### src/conv_cfg.svh
`ifndef CONV_CFG_SVH
`define CONV_CFG_SVH

////////////////////////////////////////////////////////////////////////////
// Layer geometry
////////////////////////////////////////////////////////////////////////////

`define IMAGE_SIZE   8
`define KERNEL_SIZE  3
`define OUTPUT_SIZE  (`IMAGE_SIZE - `KERNEL_SIZE + 1)
`define NUM_FILTERS  2
`define NUM_IMAGES   4

// Arithmetic
`define DATA_W       8
`define ACC_W        20
`define FRAC_BITS    4

// Memory ports
`define READ_LATENCY 3
`define WADDR_W      5
`define IADDR_W      8
`define RADDR_W      7
`define IMG_SEL_W    2

// Biases sit right after the last filter's weights
`define BIAS_BASE    (`NUM_FILTERS * `KERNEL_SIZE * `KERNEL_SIZE)

// Counter widths
`define FILTER_W     2
`define POS_W        3
`define TAP_W        4
`define KPOS_W       2
`define WAIT_W       2

`endif
### src/conv_calc_pkg.sv
`default_nettype none

`include "conv_cfg.svh"

package conv_calc_pkg;

    // Pixel, weight, bias and result samples
    typedef logic signed [`DATA_W-1:0] data_t;

    // Accumulator, bias and products carry FRAC_BITS extra fraction bits
    typedef logic signed [`ACC_W-1:0] acc_t;

    ////////////////////////////////////////////////////////////////////////////
    // Sequencer
    ////////////////////////////////////////////////////////////////////////////

    typedef enum logic [2:0] {
        idle,
        check,
        load_bias,
        fetch_weight,
        fetch_input,
        store
    } phase_t;

    // What the MAC captures this cycle
    typedef struct packed {
        logic load_bias;
        logic load_weight;
        logic accumulate;
    } mac_ctl_t;

endpackage

`default_nettype wire

### src/conv_mem_pkg.sv
`default_nettype none

`include "conv_cfg.svh"

package conv_mem_pkg;

    ////////////////////////////////////////////////////////////////////////////
    // Read requests, one enable cycle per request
    ////////////////////////////////////////////////////////////////////////////

    // Weight or bias read
    typedef struct packed {
        logic                en;
        logic [`WADDR_W-1:0] addr;
    } wt_rd_t;

    // Input pixel read
    typedef struct packed {
        logic                en;
        logic [`IADDR_W-1:0] addr;
    } in_rd_t;

    ////////////////////////////////////////////////////////////////////////////
    // Result write
    ////////////////////////////////////////////////////////////////////////////

    typedef struct packed {
        logic                en;
        logic                we;
        logic [`RADDR_W-1:0] addr;
        logic [`DATA_W-1:0]  data;
    } res_wr_t;

endpackage

`default_nettype wire

### src/conv_layer.sv
`timescale 1ns/1ps
`default_nettype none

`include "conv_cfg.svh"

module conv_layer
(
    input  wire logic                       clk,
    input  wire logic                       rst,
    input  wire logic                       en,
    input  wire logic [`IMG_SEL_W-1:0]      image,
    input  wire conv_calc_pkg::data_t       wt_data,
    input  wire conv_calc_pkg::data_t       in_data,
    output conv_mem_pkg::wt_rd_t            wt_rd,
    output conv_mem_pkg::in_rd_t            in_rd,
    output conv_mem_pkg::res_wr_t           res_wr,
    output logic                            done
);

    conv_calc_pkg::phase_t      phase;
    conv_calc_pkg::mac_ctl_t    mac_ctl;
    conv_calc_pkg::acc_t        acc;
    logic [`FILTER_W-1:0]       filter;
    logic [`POS_W-1:0]          out_row;
    logic [`POS_W-1:0]          out_col;
    logic [`TAP_W-1:0]          tap;
    logic                       wt_rd_en;
    logic                       in_rd_en;
    logic                       store;
    logic [`WADDR_W-1:0]        wt_addr;
    logic [`IADDR_W-1:0]        in_addr;
    logic [`RADDR_W-1:0]        res_addr;

    ////////////////////////////////////////////////////////////////////////////
    // Control and addressing
    ////////////////////////////////////////////////////////////////////////////

    conv_seq u_seq (
        .clk      (clk),
        .rst      (rst),
        .en       (en),
        .phase    (phase),
        .filter   (filter),
        .out_row  (out_row),
        .out_col  (out_col),
        .tap      (tap),
        .wt_rd_en (wt_rd_en),
        .in_rd_en (in_rd_en),
        .mac_ctl  (mac_ctl),
        .store    (store),
        .done     (done)
    );

    conv_addr_gen u_addr_gen (
        .image    (image),
        .phase    (phase),
        .filter   (filter),
        .out_row  (out_row),
        .out_col  (out_col),
        .tap      (tap),
        .wt_addr  (wt_addr),
        .in_addr  (in_addr),
        .res_addr (res_addr)
    );

    assign wt_rd.en   = wt_rd_en;
    assign wt_rd.addr = wt_addr;
    assign in_rd.en   = in_rd_en;
    assign in_rd.addr = in_addr;

    ////////////////////////////////////////////////////////////////////////////
    // Datapath
    ////////////////////////////////////////////////////////////////////////////

    conv_mac u_mac (
        .clk      (clk),
        .rst      (rst),
        .mac_ctl  (mac_ctl),
        .wt_data  (wt_data),
        .in_data  (in_data),
        .acc      (acc)
    );

    conv_writeback u_writeback (
        .clk      (clk),
        .rst      (rst),
        .store    (store),
        .acc      (acc),
        .res_addr (res_addr),
        .res_wr   (res_wr)
    );

endmodule

`default_nettype wire

### src/conv_writeback.sv
`timescale 1ns/1ps
`default_nettype none

`include "conv_cfg.svh"

module conv_writeback
(
    input  wire logic                       clk,
    input  wire logic                       rst,
    input  wire logic                       store,
    input  wire conv_calc_pkg::acc_t        acc,
    input  wire logic [`RADDR_W-1:0]        res_addr,
    output conv_mem_pkg::res_wr_t           res_wr
);

    localparam int SAT_MAX = (1 << (`DATA_W - 1)) - 1;
    localparam int SAT_MIN = -(1 << (`DATA_W - 1));

    conv_calc_pkg::acc_t  scaled;
    conv_calc_pkg::data_t sat;

    assign scaled = acc >>> `FRAC_BITS;

    // Clamp to the signed result range
    always_comb
    begin
        if (scaled > conv_calc_pkg::acc_t'(SAT_MAX))
            sat = conv_calc_pkg::data_t'(SAT_MAX);
        else if (scaled < conv_calc_pkg::acc_t'(SAT_MIN))
            sat = conv_calc_pkg::data_t'(SAT_MIN);
        else
            sat = conv_calc_pkg::data_t'(scaled);
    end

    always_ff @(posedge clk)
    begin
        if (store)
        begin
            res_wr.addr <= res_addr;
            res_wr.data <= sat;
        end
        if (rst)
        begin
            res_wr.en <= 1'b0;
            res_wr.we <= 1'b0;
        end
        else
        begin
            res_wr.en <= store;
            res_wr.we <= store;
        end
    end

endmodule

`default_nettype wire

### src/conv_mac.sv
`timescale 1ns/1ps
`default_nettype none

`include "conv_cfg.svh"

module conv_mac
(
    input  wire logic                       clk,
    input  wire logic                       rst,
    input  wire conv_calc_pkg::mac_ctl_t    mac_ctl,
    input  wire conv_calc_pkg::data_t       wt_data,
    input  wire conv_calc_pkg::data_t       in_data,
    output conv_calc_pkg::acc_t             acc
);

    conv_calc_pkg::data_t                weight;
    logic signed [2*`DATA_W-1:0]         product;
    conv_calc_pkg::acc_t                 bias_seed;

    assign product = weight * in_data;

    // Bias aligned to the product's fraction bits
    assign bias_seed = conv_calc_pkg::acc_t'(wt_data) <<< `FRAC_BITS;

    // Weight held until its pixel arrives
    always_ff @(posedge clk)
    begin
        if (mac_ctl.load_weight)
            weight <= wt_data;
    end

    always_ff @(posedge clk)
    begin
        if (rst)
            acc <= '0;
        else if (mac_ctl.load_bias)
            acc <= bias_seed;
        else if (mac_ctl.accumulate)
            acc <= acc + conv_calc_pkg::acc_t'(product);
    end

endmodule

`default_nettype wire

### src/conv_addr_gen.sv
`timescale 1ns/1ps
`default_nettype none

`include "conv_cfg.svh"

module conv_addr_gen
(
    input  wire logic [`IMG_SEL_W-1:0]      image,
    input  wire conv_calc_pkg::phase_t      phase,
    input  wire logic [`FILTER_W-1:0]       filter,
    input  wire logic [`POS_W-1:0]          out_row,
    input  wire logic [`POS_W-1:0]          out_col,
    input  wire logic [`TAP_W-1:0]          tap,
    output logic [`WADDR_W-1:0]             wt_addr,
    output logic [`IADDR_W-1:0]             in_addr,
    output logic [`RADDR_W-1:0]             res_addr
);

    localparam int TAPS = `KERNEL_SIZE * `KERNEL_SIZE;

    logic [`KPOS_W-1:0] k_row;
    logic [`KPOS_W-1:0] k_col;

    // Walk the kernel row/column pair in step with the tap index
    always_comb
    begin
        int row_i;
        int col_i;
        row_i = 0;
        col_i = 0;
        k_row = '0;
        k_col = '0;
        for (int i = 0; i < TAPS; i++)
        begin
            if (i == int'(tap))
            begin
                k_row = `KPOS_W'(row_i);
                k_col = `KPOS_W'(col_i);
            end
            if (col_i == `KERNEL_SIZE - 1)
            begin
                col_i = 0;
                row_i = row_i + 1;
            end
            else
                col_i = col_i + 1;
        end
    end

    assign wt_addr = (phase == conv_calc_pkg::load_bias) ?
                     `WADDR_W'(`BIAS_BASE + filter) :
                     `WADDR_W'(filter * TAPS + tap);

    assign in_addr = `IADDR_W'(image * (`IMAGE_SIZE * `IMAGE_SIZE) +
                               (out_row + k_row) * `IMAGE_SIZE + out_col + k_col);

    assign res_addr = `RADDR_W'(filter * (`OUTPUT_SIZE * `OUTPUT_SIZE) +
                                out_row * `OUTPUT_SIZE + out_col);

endmodule

`default_nettype wire

### src/conv_seq.sv
`timescale 1ns/1ps
`default_nettype none

`include "conv_cfg.svh"

module conv_seq
(
    input  wire logic                    clk,
    input  wire logic                    rst,
    input  wire logic                    en,
    output conv_calc_pkg::phase_t        phase,
    output logic [`FILTER_W-1:0]         filter,
    output logic [`POS_W-1:0]            out_row,
    output logic [`POS_W-1:0]            out_col,
    output logic [`TAP_W-1:0]            tap,
    output logic                         wt_rd_en,
    output logic                         in_rd_en,
    output conv_calc_pkg::mac_ctl_t      mac_ctl,
    output logic                         store,
    output logic                         done
);

    localparam logic [`FILTER_W-1:0] END_FILTER = `FILTER_W'(`NUM_FILTERS);
    localparam logic [`POS_W-1:0]    LAST_POS   = `POS_W'(`OUTPUT_SIZE - 1);
    localparam logic [`TAP_W-1:0]    LAST_TAP   = `TAP_W'(`KERNEL_SIZE * `KERNEL_SIZE - 1);
    localparam logic [`WAIT_W-1:0]   LAST_WAIT  = `WAIT_W'(`READ_LATENCY);

    logic [`WAIT_W-1:0] wait_cnt;
    logic               armed;
    logic               issue;
    logic               land;

    // Request goes out on the first wait cycle, data lands on the last
    assign issue = en && (wait_cnt == '0);
    assign land  = en && (wait_cnt == LAST_WAIT);

    assign wt_rd_en = issue && (phase == conv_calc_pkg::load_bias ||
                                phase == conv_calc_pkg::fetch_weight);
    assign in_rd_en = issue && (phase == conv_calc_pkg::fetch_input);

    assign mac_ctl.load_bias   = land && (phase == conv_calc_pkg::load_bias);
    assign mac_ctl.load_weight = land && (phase == conv_calc_pkg::fetch_weight);
    assign mac_ctl.accumulate  = land && (phase == conv_calc_pkg::fetch_input);

    assign store = en && (phase == conv_calc_pkg::store);

    always_ff @(posedge clk)
    begin
        if (rst)
        begin
            phase    <= conv_calc_pkg::idle;
            armed    <= 1'b1;
            done     <= 1'b0;
            wait_cnt <= '0;
            filter   <= '0;
            out_row  <= '0;
            out_col  <= '0;
            tap      <= '0;
        end
        else
        begin
            done <= 1'b0;
            if (!en)
            begin
                // A new run needs en seen low first
                if (phase == conv_calc_pkg::idle)
                    armed <= 1'b1;
            end
            else
            begin
                case (phase)
                    conv_calc_pkg::idle:
                    begin
                        if (armed)
                        begin
                            armed    <= 1'b0;
                            wait_cnt <= '0;
                            filter   <= '0;
                            out_row  <= '0;
                            out_col  <= '0;
                            tap      <= '0;
                            phase    <= conv_calc_pkg::check;
                        end
                    end
                    conv_calc_pkg::check:
                    begin
                        if (filter == END_FILTER)
                        begin
                            done  <= 1'b1;
                            phase <= conv_calc_pkg::idle;
                        end
                        else
                            phase <= conv_calc_pkg::load_bias;
                    end
                    conv_calc_pkg::load_bias:
                    begin
                        if (land)
                        begin
                            wait_cnt <= '0;
                            phase    <= conv_calc_pkg::fetch_weight;
                        end
                        else
                            wait_cnt <= wait_cnt + 1'b1;
                    end
                    conv_calc_pkg::fetch_weight:
                    begin
                        if (land)
                        begin
                            wait_cnt <= '0;
                            phase    <= conv_calc_pkg::fetch_input;
                        end
                        else
                            wait_cnt <= wait_cnt + 1'b1;
                    end
                    conv_calc_pkg::fetch_input:
                    begin
                        if (land)
                        begin
                            wait_cnt <= '0;
                            if (tap == LAST_TAP)
                            begin
                                tap   <= '0;
                                phase <= conv_calc_pkg::store;
                            end
                            else
                            begin
                                tap   <= tap + 1'b1;
                                phase <= conv_calc_pkg::fetch_weight;
                            end
                        end
                        else
                            wait_cnt <= wait_cnt + 1'b1;
                    end
                    conv_calc_pkg::store:
                    begin
                        // Column first, then row, then filter
                        phase <= conv_calc_pkg::check;
                        if (out_col == LAST_POS)
                        begin
                            out_col <= '0;
                            if (out_row == LAST_POS)
                            begin
                                out_row <= '0;
                                filter  <= filter + 1'b1;
                            end
                            else
                                out_row <= out_row + 1'b1;
                        end
                        else
                            out_col <= out_col + 1'b1;
                    end
                    default:
                        phase <= conv_calc_pkg::idle;
                endcase
            end
        end
    end

endmodule

`default_nettype wire

### config.mk
export PLATFORM = sky130hd
export DESIGN_NAME = conv_layer
export DESIGN_NICKNAME = d
export VERILOG_FILES = /design/src/conv_calc_pkg.sv /design/src/conv_mem_pkg.sv /design/src/conv_layer.sv /design/src/conv_writeback.sv /design/src/conv_mac.sv /design/src/conv_addr_gen.sv /design/src/conv_seq.sv
export VERILOG_INCLUDE_DIRS = /design/src
export SDC_FILE = /design/constraint.sdc
export NUM_CORES = 1
export LEC_CHECK = 0
export BUFFER_PORTS_ARGS = -buffer_cell sky130_fd_sc_hd__buf_2
export CAP_MARGIN = 20
export CORE_MARGIN = 2
export CORE_UTILIZATION = 30
export DETAILED_ROUTE_END_ITERATION = 16
export MAX_ROUTING_LAYER = met4
export SLEW_MARGIN = 20
export SYNTH_ARGS = -nofsm -noshare
export SYNTH_HDL_FRONTEND = slang
export SYNTH_SLANG_ARGS = --single-unit
### constraint.sdc
create_clock -name clk -period 14.59 [get_ports clk]
set_input_delay 2.1885 -clock clk [delete_from_list [all_inputs] [get_ports clk]]
set_output_delay 2.1885 -clock clk [all_outputs]
set_load 0.01 [all_outputs]
-- Yosys cells after proc, flatten, opt, wreduce, memory -nomap -nowiden
Index checks and enable logic that the tools add are counted.
- add/subtract/negate cells: 14
- multiply operators: 4
- magnitude comparators: 2
- equality and inequality tests: 24
- muxes and demuxes: 45
- bitwise operators: 2
- reduce and logical (&&, ||, !) cells: 24
- operator list (kind ; number):
    $mux 20 ; 2
    $mux 2 ; 15
    $mux 3 ; 9
    $add 20x16->20 ; 1
    $eq 4x4->1 const A ; 5
    $pmux 3 s6 ; 1
    $gt 16x8->1 const B ; 1
    $lt 16x8->1 const B ; 1
    $mul 8x8->16 ; 1
    $eq 3x3->1 const B ; 4
    $mux 4 ; 3
    $pmux 3 s2 ; 2
    $mul 2x4->5 const B ; 2
    $reduce_and 5->1 ; 2
    $add 8x2->8 ; 1
    $add 8x3->8 ; 1
    $add 8x7->8 ; 1
    $eq 3x4->1 const A ; 2
    $logic_and 1x1->1 ; 8
    $mux 1 ; 8
    $mux 8 ; 1
    $pmux 2 s2 ; 2
    $pmux 4 s2 ; 1
    $reduce_and 4->1 ; 2
    other kinds (25) ; 39
- flip-flop bits (word level): 63
- bits of input ports: 21
- output and inout bits: 33
- word-level logic and storage cells: 129

-- Longest topological paths before layout
- word-level depth: 11
- depth in mapped cells: 19
- gate-level depth less buffers: 18

-- By module
From an unflattened synthesis, not the netlist that was laid out.
- cell total of the unflattened synthesis: 762
- area total of the unflattened synthesis: 7270.7 um2
- by module, submodules not included (module ; instances ; cells each ; area an instance (um2) ; seq. area each (um2)):
    conv_mac ; 1 ; 475 ; 4618.2 ; 640.6
    conv_seq ; 1 ; 148 ; 1196.1 ; 380.4
    conv_addr_gen ; 1 ; 96 ; 809.5 ; 0.0
    conv_writeback ; 1 ; 41 ; 631.9 ; 470.5
    conv_layer ; 1 ; 2 ; 15.0 ; 0.0

-- Worst setup path after synthesis
OpenSTA, ideal clock, no wires.
- path kind: input to register
- start: input in_data[1]
- end: register u_mac.acc[17]
- setup time: 0.079 ns
- arrival time: 6.779 ns
- required time: 14.511 ns
- slack: 7.731 ns
- stages on the path: 14
- path buffers: 1
- cells stage by stage: clkbuf_1 and2_1 fa_1 fa_1 fa_1 fa_1 ha_1 ha_1 or3_1 a21o_1 nand3_2 a21oi_2 mux2_4 a211oi_2
- longest elaborated chain between the ends: 4
- RTL lines (item ; RTL line ; source):
    from (decl) ; conv_layer.sv:13 ; input wire conv_calc_pkg::data_t in_data,
    $mul 8x8->16 ; conv_mac.sv:20 ; assign product = weight * in_data;
    $add 20x16->20 ; conv_mac.sv:39 ; acc <= acc + conv_calc_pkg::acc_t'(product);
    $mux 20 ; conv_mac.sv:38 ; else if (mac_ctl.accumulate)
    $mux 20 ; conv_mac.sv:36 ; else if (mac_ctl.load_bias)
    to (signal assigned) ; conv_mac.sv:37 ; acc <= bias_seed;
    to (signal assigned) ; conv_mac.sv:39 ;
    to (decl) ; conv_mac.sv:13 ; output conv_calc_pkg::acc_t acc
No other way between the ends. The select of a mux whose other input is x is not followed.
A chain may end at the register's enable or synchronous reset.

-- Final worst setup path
- start: input in_data[0]
- end: register u_mac.acc[17]
The elaborated chain is that of the path after synthesis.

==> reports/results.txt <==
CP Data Required Time: 14.84 ns
Number of antenna violations at the first check in global routing: 0
Reg2Reg Launch Point: u_mac.weight[7]$_DFFE_PP_
First DRT Iteration DRCs: 260
Die Span X: 158 µm
Max-slew violation count: 0
Final antenna-violating net count: 0
Clock tree buffer depth: 2
Max Cap Viol: 0
Worst Reg-to-Reg Cells: 15
Top-Level Pins: 54
Total congestion overflow after global routing: 0
Achievable frequency: 0.142 GHz
TritonCTS Buffers: 9
Dominant cell by count in the synthesized netlist: sky130_fd_sc_hd__inv_1
Gate Count Post-Synth: 723
Clock sinks: 63
Share of final-layout standard cells stronger than drive strength 1: 11.9%
Reg area: 1490 µm²
Startpoint Class: primary input
Setup repair after global routing missed its margin: false
Warnings from Yosys: 0
Row cnt: 56
Number of standard cells in the layout, taps in and fillers out: 1094
Post-synth ARST share: 0%
Max-slew headroom: 44.3%
Area of the multi-input gates: 5070 µm²
Sequential fraction of the synthesis area: 21.0%
CTS-repair resized insts: 0
Count of H-tree levels built during CTS: 3
Fraction of post-synthesis cell area in the top cell type by area: 26.5%
Top cell by count, worst path: sky130_fd_sc_hd__fa_1
Worst hold path class: reg2reg
Number of diodes added for antenna fixing: 0
GRT Resource Usage Total: 13.9%
Cell count after placement: 1078
HP Start: u_mac.acc[1]$_SDFFE_PP0P_
Routed length per instance: 14.3 µm
Terminating pin of the worst hold path: u_mac.acc[1]$_SDFFE_PP0P_
Synth top area cells: sky130_fd_sc_hd__fa_1 27%, sky130_fd_sc_hd__ha_1 13%, sky130_fd_sc_hd__dfxtp_1 11%
Top cell types by occurrence after synthesis: 113 x sky130_fd_sc_hd__inv_1, 94 x sky130_fd_sc_hd__fa_1, 73 x sky130_fd_sc_hd__ha_1
Flip-flop cell with the highest count after synthesis: sky130_fd_sc_hd__dfxtp_1
Slew @ Worst Pin: 0.830 ns
Max stage delay cell, worst path: sky130_fd_sc_hd__and2_1
Number of library cell types mapped by synthesis: 71
Worst reg2reg endpoint: u_mac.acc[17]$_SDFFE_PP0P_
First-pass GRT wire length: 26600 µm
Buffers on Ports: 53
Crit path cell chain: buf_2 > and2_1 > inv_1 > fa_1 > inv_1 > fa_1 > fa_1 > fa_1 > fa_1 > ha_1 > o21ai_0 > o21ai_1 > nand3_2 > a21oi_2 > mux2_4 > a211oi_2
Root buffer cell: sky130_fd_sc_hd__clkbuf_16
Count of TritonRoute iterations in the first routing pass: 6
Final setup margin: 7.55 ns
Layout fillers: 2412
Vias in the first global route: 5231
Number of nets in the finished design: 958
Clock skew after layout: 0.00989 ns
Drc violations: 0
Hold Vio Cnt, Final: 0
Final-report setup violation count: 0
CTS tree: built
Cell area after technology mapping: 7090 µm²
Run status: complete, no violations
Leakage power: 3.64 nW
Die Span Y: 158 µm
Capturing element type of the critical path: flip-flop
Number of hold buffers added after CTS: 0
Total power density per cell area: 94.8 nW/µm²
Largest vdd supply drop: 0.0509 mV
Per-instance average area after synthesis: 9.80 µm²
Die Outline Area: 24900 µm²
Register-to-register setup slack: 9.03 ns
Per-cell via count in the routed design: 4.65
Crit path DAT: 7.30 ns
Final RePlAce weighted congestion: 0.874
Detailed-route via count: 5082
Clock edge transition at the registers on the reported setup and hold paths: 0.06 ns
Min-Delay Path Depth: 2
Area Overhead vs Synth: 12.5%
Std-Cell Core Area: 23300 µm²
Post-CTS Setup Bufs: 0
Class of the most critical setup path: in2reg
Max stage delay on crit path: 0.59 ns
Number of synthesized flops with an enable pin: 23
Largest fanout on the critical path: 13
Post-synthesis net count: 911
FF+latch count, synth: 63
Worst setup slack before clock tree synthesis: 7.22 ns
Final cycle utilization of the critical path: 48.3%
Dpl hpwl: 12600 µm
Final period demand of the worst path: 7.04 ns
Final wirelength: 15600 µm
Maximum number of pins on one net before global-route repair: 36
Clk Latency, worst-skew pair: 0.33 ns
Starting density of the core: 30.4%
Post-synthesis cell type with the largest combined area: sky130_fd_sc_hd__fa_1
Final total negative setup slack: 0 ns
-- worst max-delay path by stage --
stage                    start                         end  slack (ns)  depth (start not counted)
floorplan           in_data[1]  u_mac.acc[17]$_SDFFE_PP0P_        7.73                         14
finish              in_data[0]  u_mac.acc[17]$_SDFFE_PP0P_        7.55                         16
CTS                 in_data[0]  u_mac.acc[17]$_SDFFE_PP0P_        7.56                         16
global route        in_data[0]  u_mac.acc[17]$_SDFFE_PP0P_        7.26                         16
detailed placement  in_data[0]  u_mac.acc[17]$_SDFFE_PP0P_        7.22                         16
global placement    in_data[0]  u_mac.acc[17]$_SDFFE_PP0P_        7.27                         16
-- sequential cells by signal (all words and copies together), names as in the netlist --
| register | count |
|---|---|
| u_mac.acc | 20 |
| u_mac.weight | 8 |
| u_seq.armed | 1 |
| u_seq.done | 1 |
| u_seq.filter | 2 |
| u_seq.out_col | 3 |
| u_seq.out_row | 3 |
| u_seq.phase | 3 |
| u_seq.tap | 4 |
| u_seq.wait_cnt | 2 |
| u_writeback.res_wr | 16 |
-- power breakdown --
group	internal (mW)	switching, mW
clock network	0.137	0.0856
registers	0.183	0.00663
logic	0.153	0.191
-- worst max-delay path, delay by kind of cell --
family                     cells  cell delay, ns
muxes                          1            0.31
and+or+nand+nor                2            0.75
adders and majority gates      6            2.84
AOI/OAI and AO/OA              4            0.82
buffers and inverters          3            0.37
-- kinds of logic (layout without fill, tap and decap cells) --
group	Yosys count	after routing	synth area share, %
AO/OA/AOI/OAI	121	121	11.8
flip-flops	63	63	21.0
XOR/XNOR	36	36	4.45
multiplexers	6	6	0.918
buffers and inverters	134	186	7.41
adder cells (fa/ha/maj)	167	167	39.4
AND/OR/NAND/NOR	196	196	14.9
-- per-stage QoR --
step                      area (µm²)  power [mW]  hold WS [ns]  util (%)
after floorplan                 7090       0.465         0.479         -
after global placement          7670       0.536         0.506      32.9
after detailed placement        7670       0.539         0.521      32.9
after CTS                       7970       0.766         0.527      34.2
after global routing            7970       0.816         0.562      34.2
final                           7970       0.756         0.522      34.2
-- layout make-up --
class	instances	area share, %
Clock buffer	10	3.00
Clock inverter	6	0.863
Inverter	117	5.51
Multi-Input combinational cell	526	63.6
Sequential cell	63	18.7
Tap cell	319	5.01
Timing Repair Buffer	53	3.33
-- placed cells by master (no fill, tap or decap), drive strengths merged, types with 5 or more instances in the layout --
| cell | synthesis | layout |
|---|---|---|
| o21a | 13 | 13 |
| xnor2 | 25 | 25 |
| or3 | 5 | 5 |
| nor2 | 41 | 41 |
| nand4 | 6 | 6 |
| mux2i | 5 | 5 |
| nand2 | 51 | 51 |
| o21ai | 23 | 23 |
| nand2b | 10 | 10 |
| xor2 | 11 | 11 |
| inv | 114 | 115 |
| edfxtp | 23 | 23 |
| a211oi | 6 | 6 |
| buf | 8 | 53 |
| a21o | 8 | 8 |
| ha | 73 | 73 |
| fa | 94 | 94 |
| a21oi | 36 | 36 |
| dfxtp | 40 | 40 |
| nand3 | 7 | 7 |
| nor3 | 16 | 16 |
| nor2b | 5 | 5 |
| and2 | 33 | 33 |
| clkbuf | 9 | 10 |
-- metal layers --
| metal | track usage (%) | part of all wire, % | vias up | wire length [µm] |
|---|---|---|---|---|
| li1 | - | - | 2497 | - |
| met1 | 19.2 | 49 | 2471 | 7730 |
| met2 | 21.7 | 46 | 102 | 7220 |
| met3 | 2.16 | 3.5 | 12 | 541 |
| met4 | 2.86 | 0.93 | 0 | 146 |
| met5 | - | 0 | - | 0 |
(Power assumes the default switching activity.)
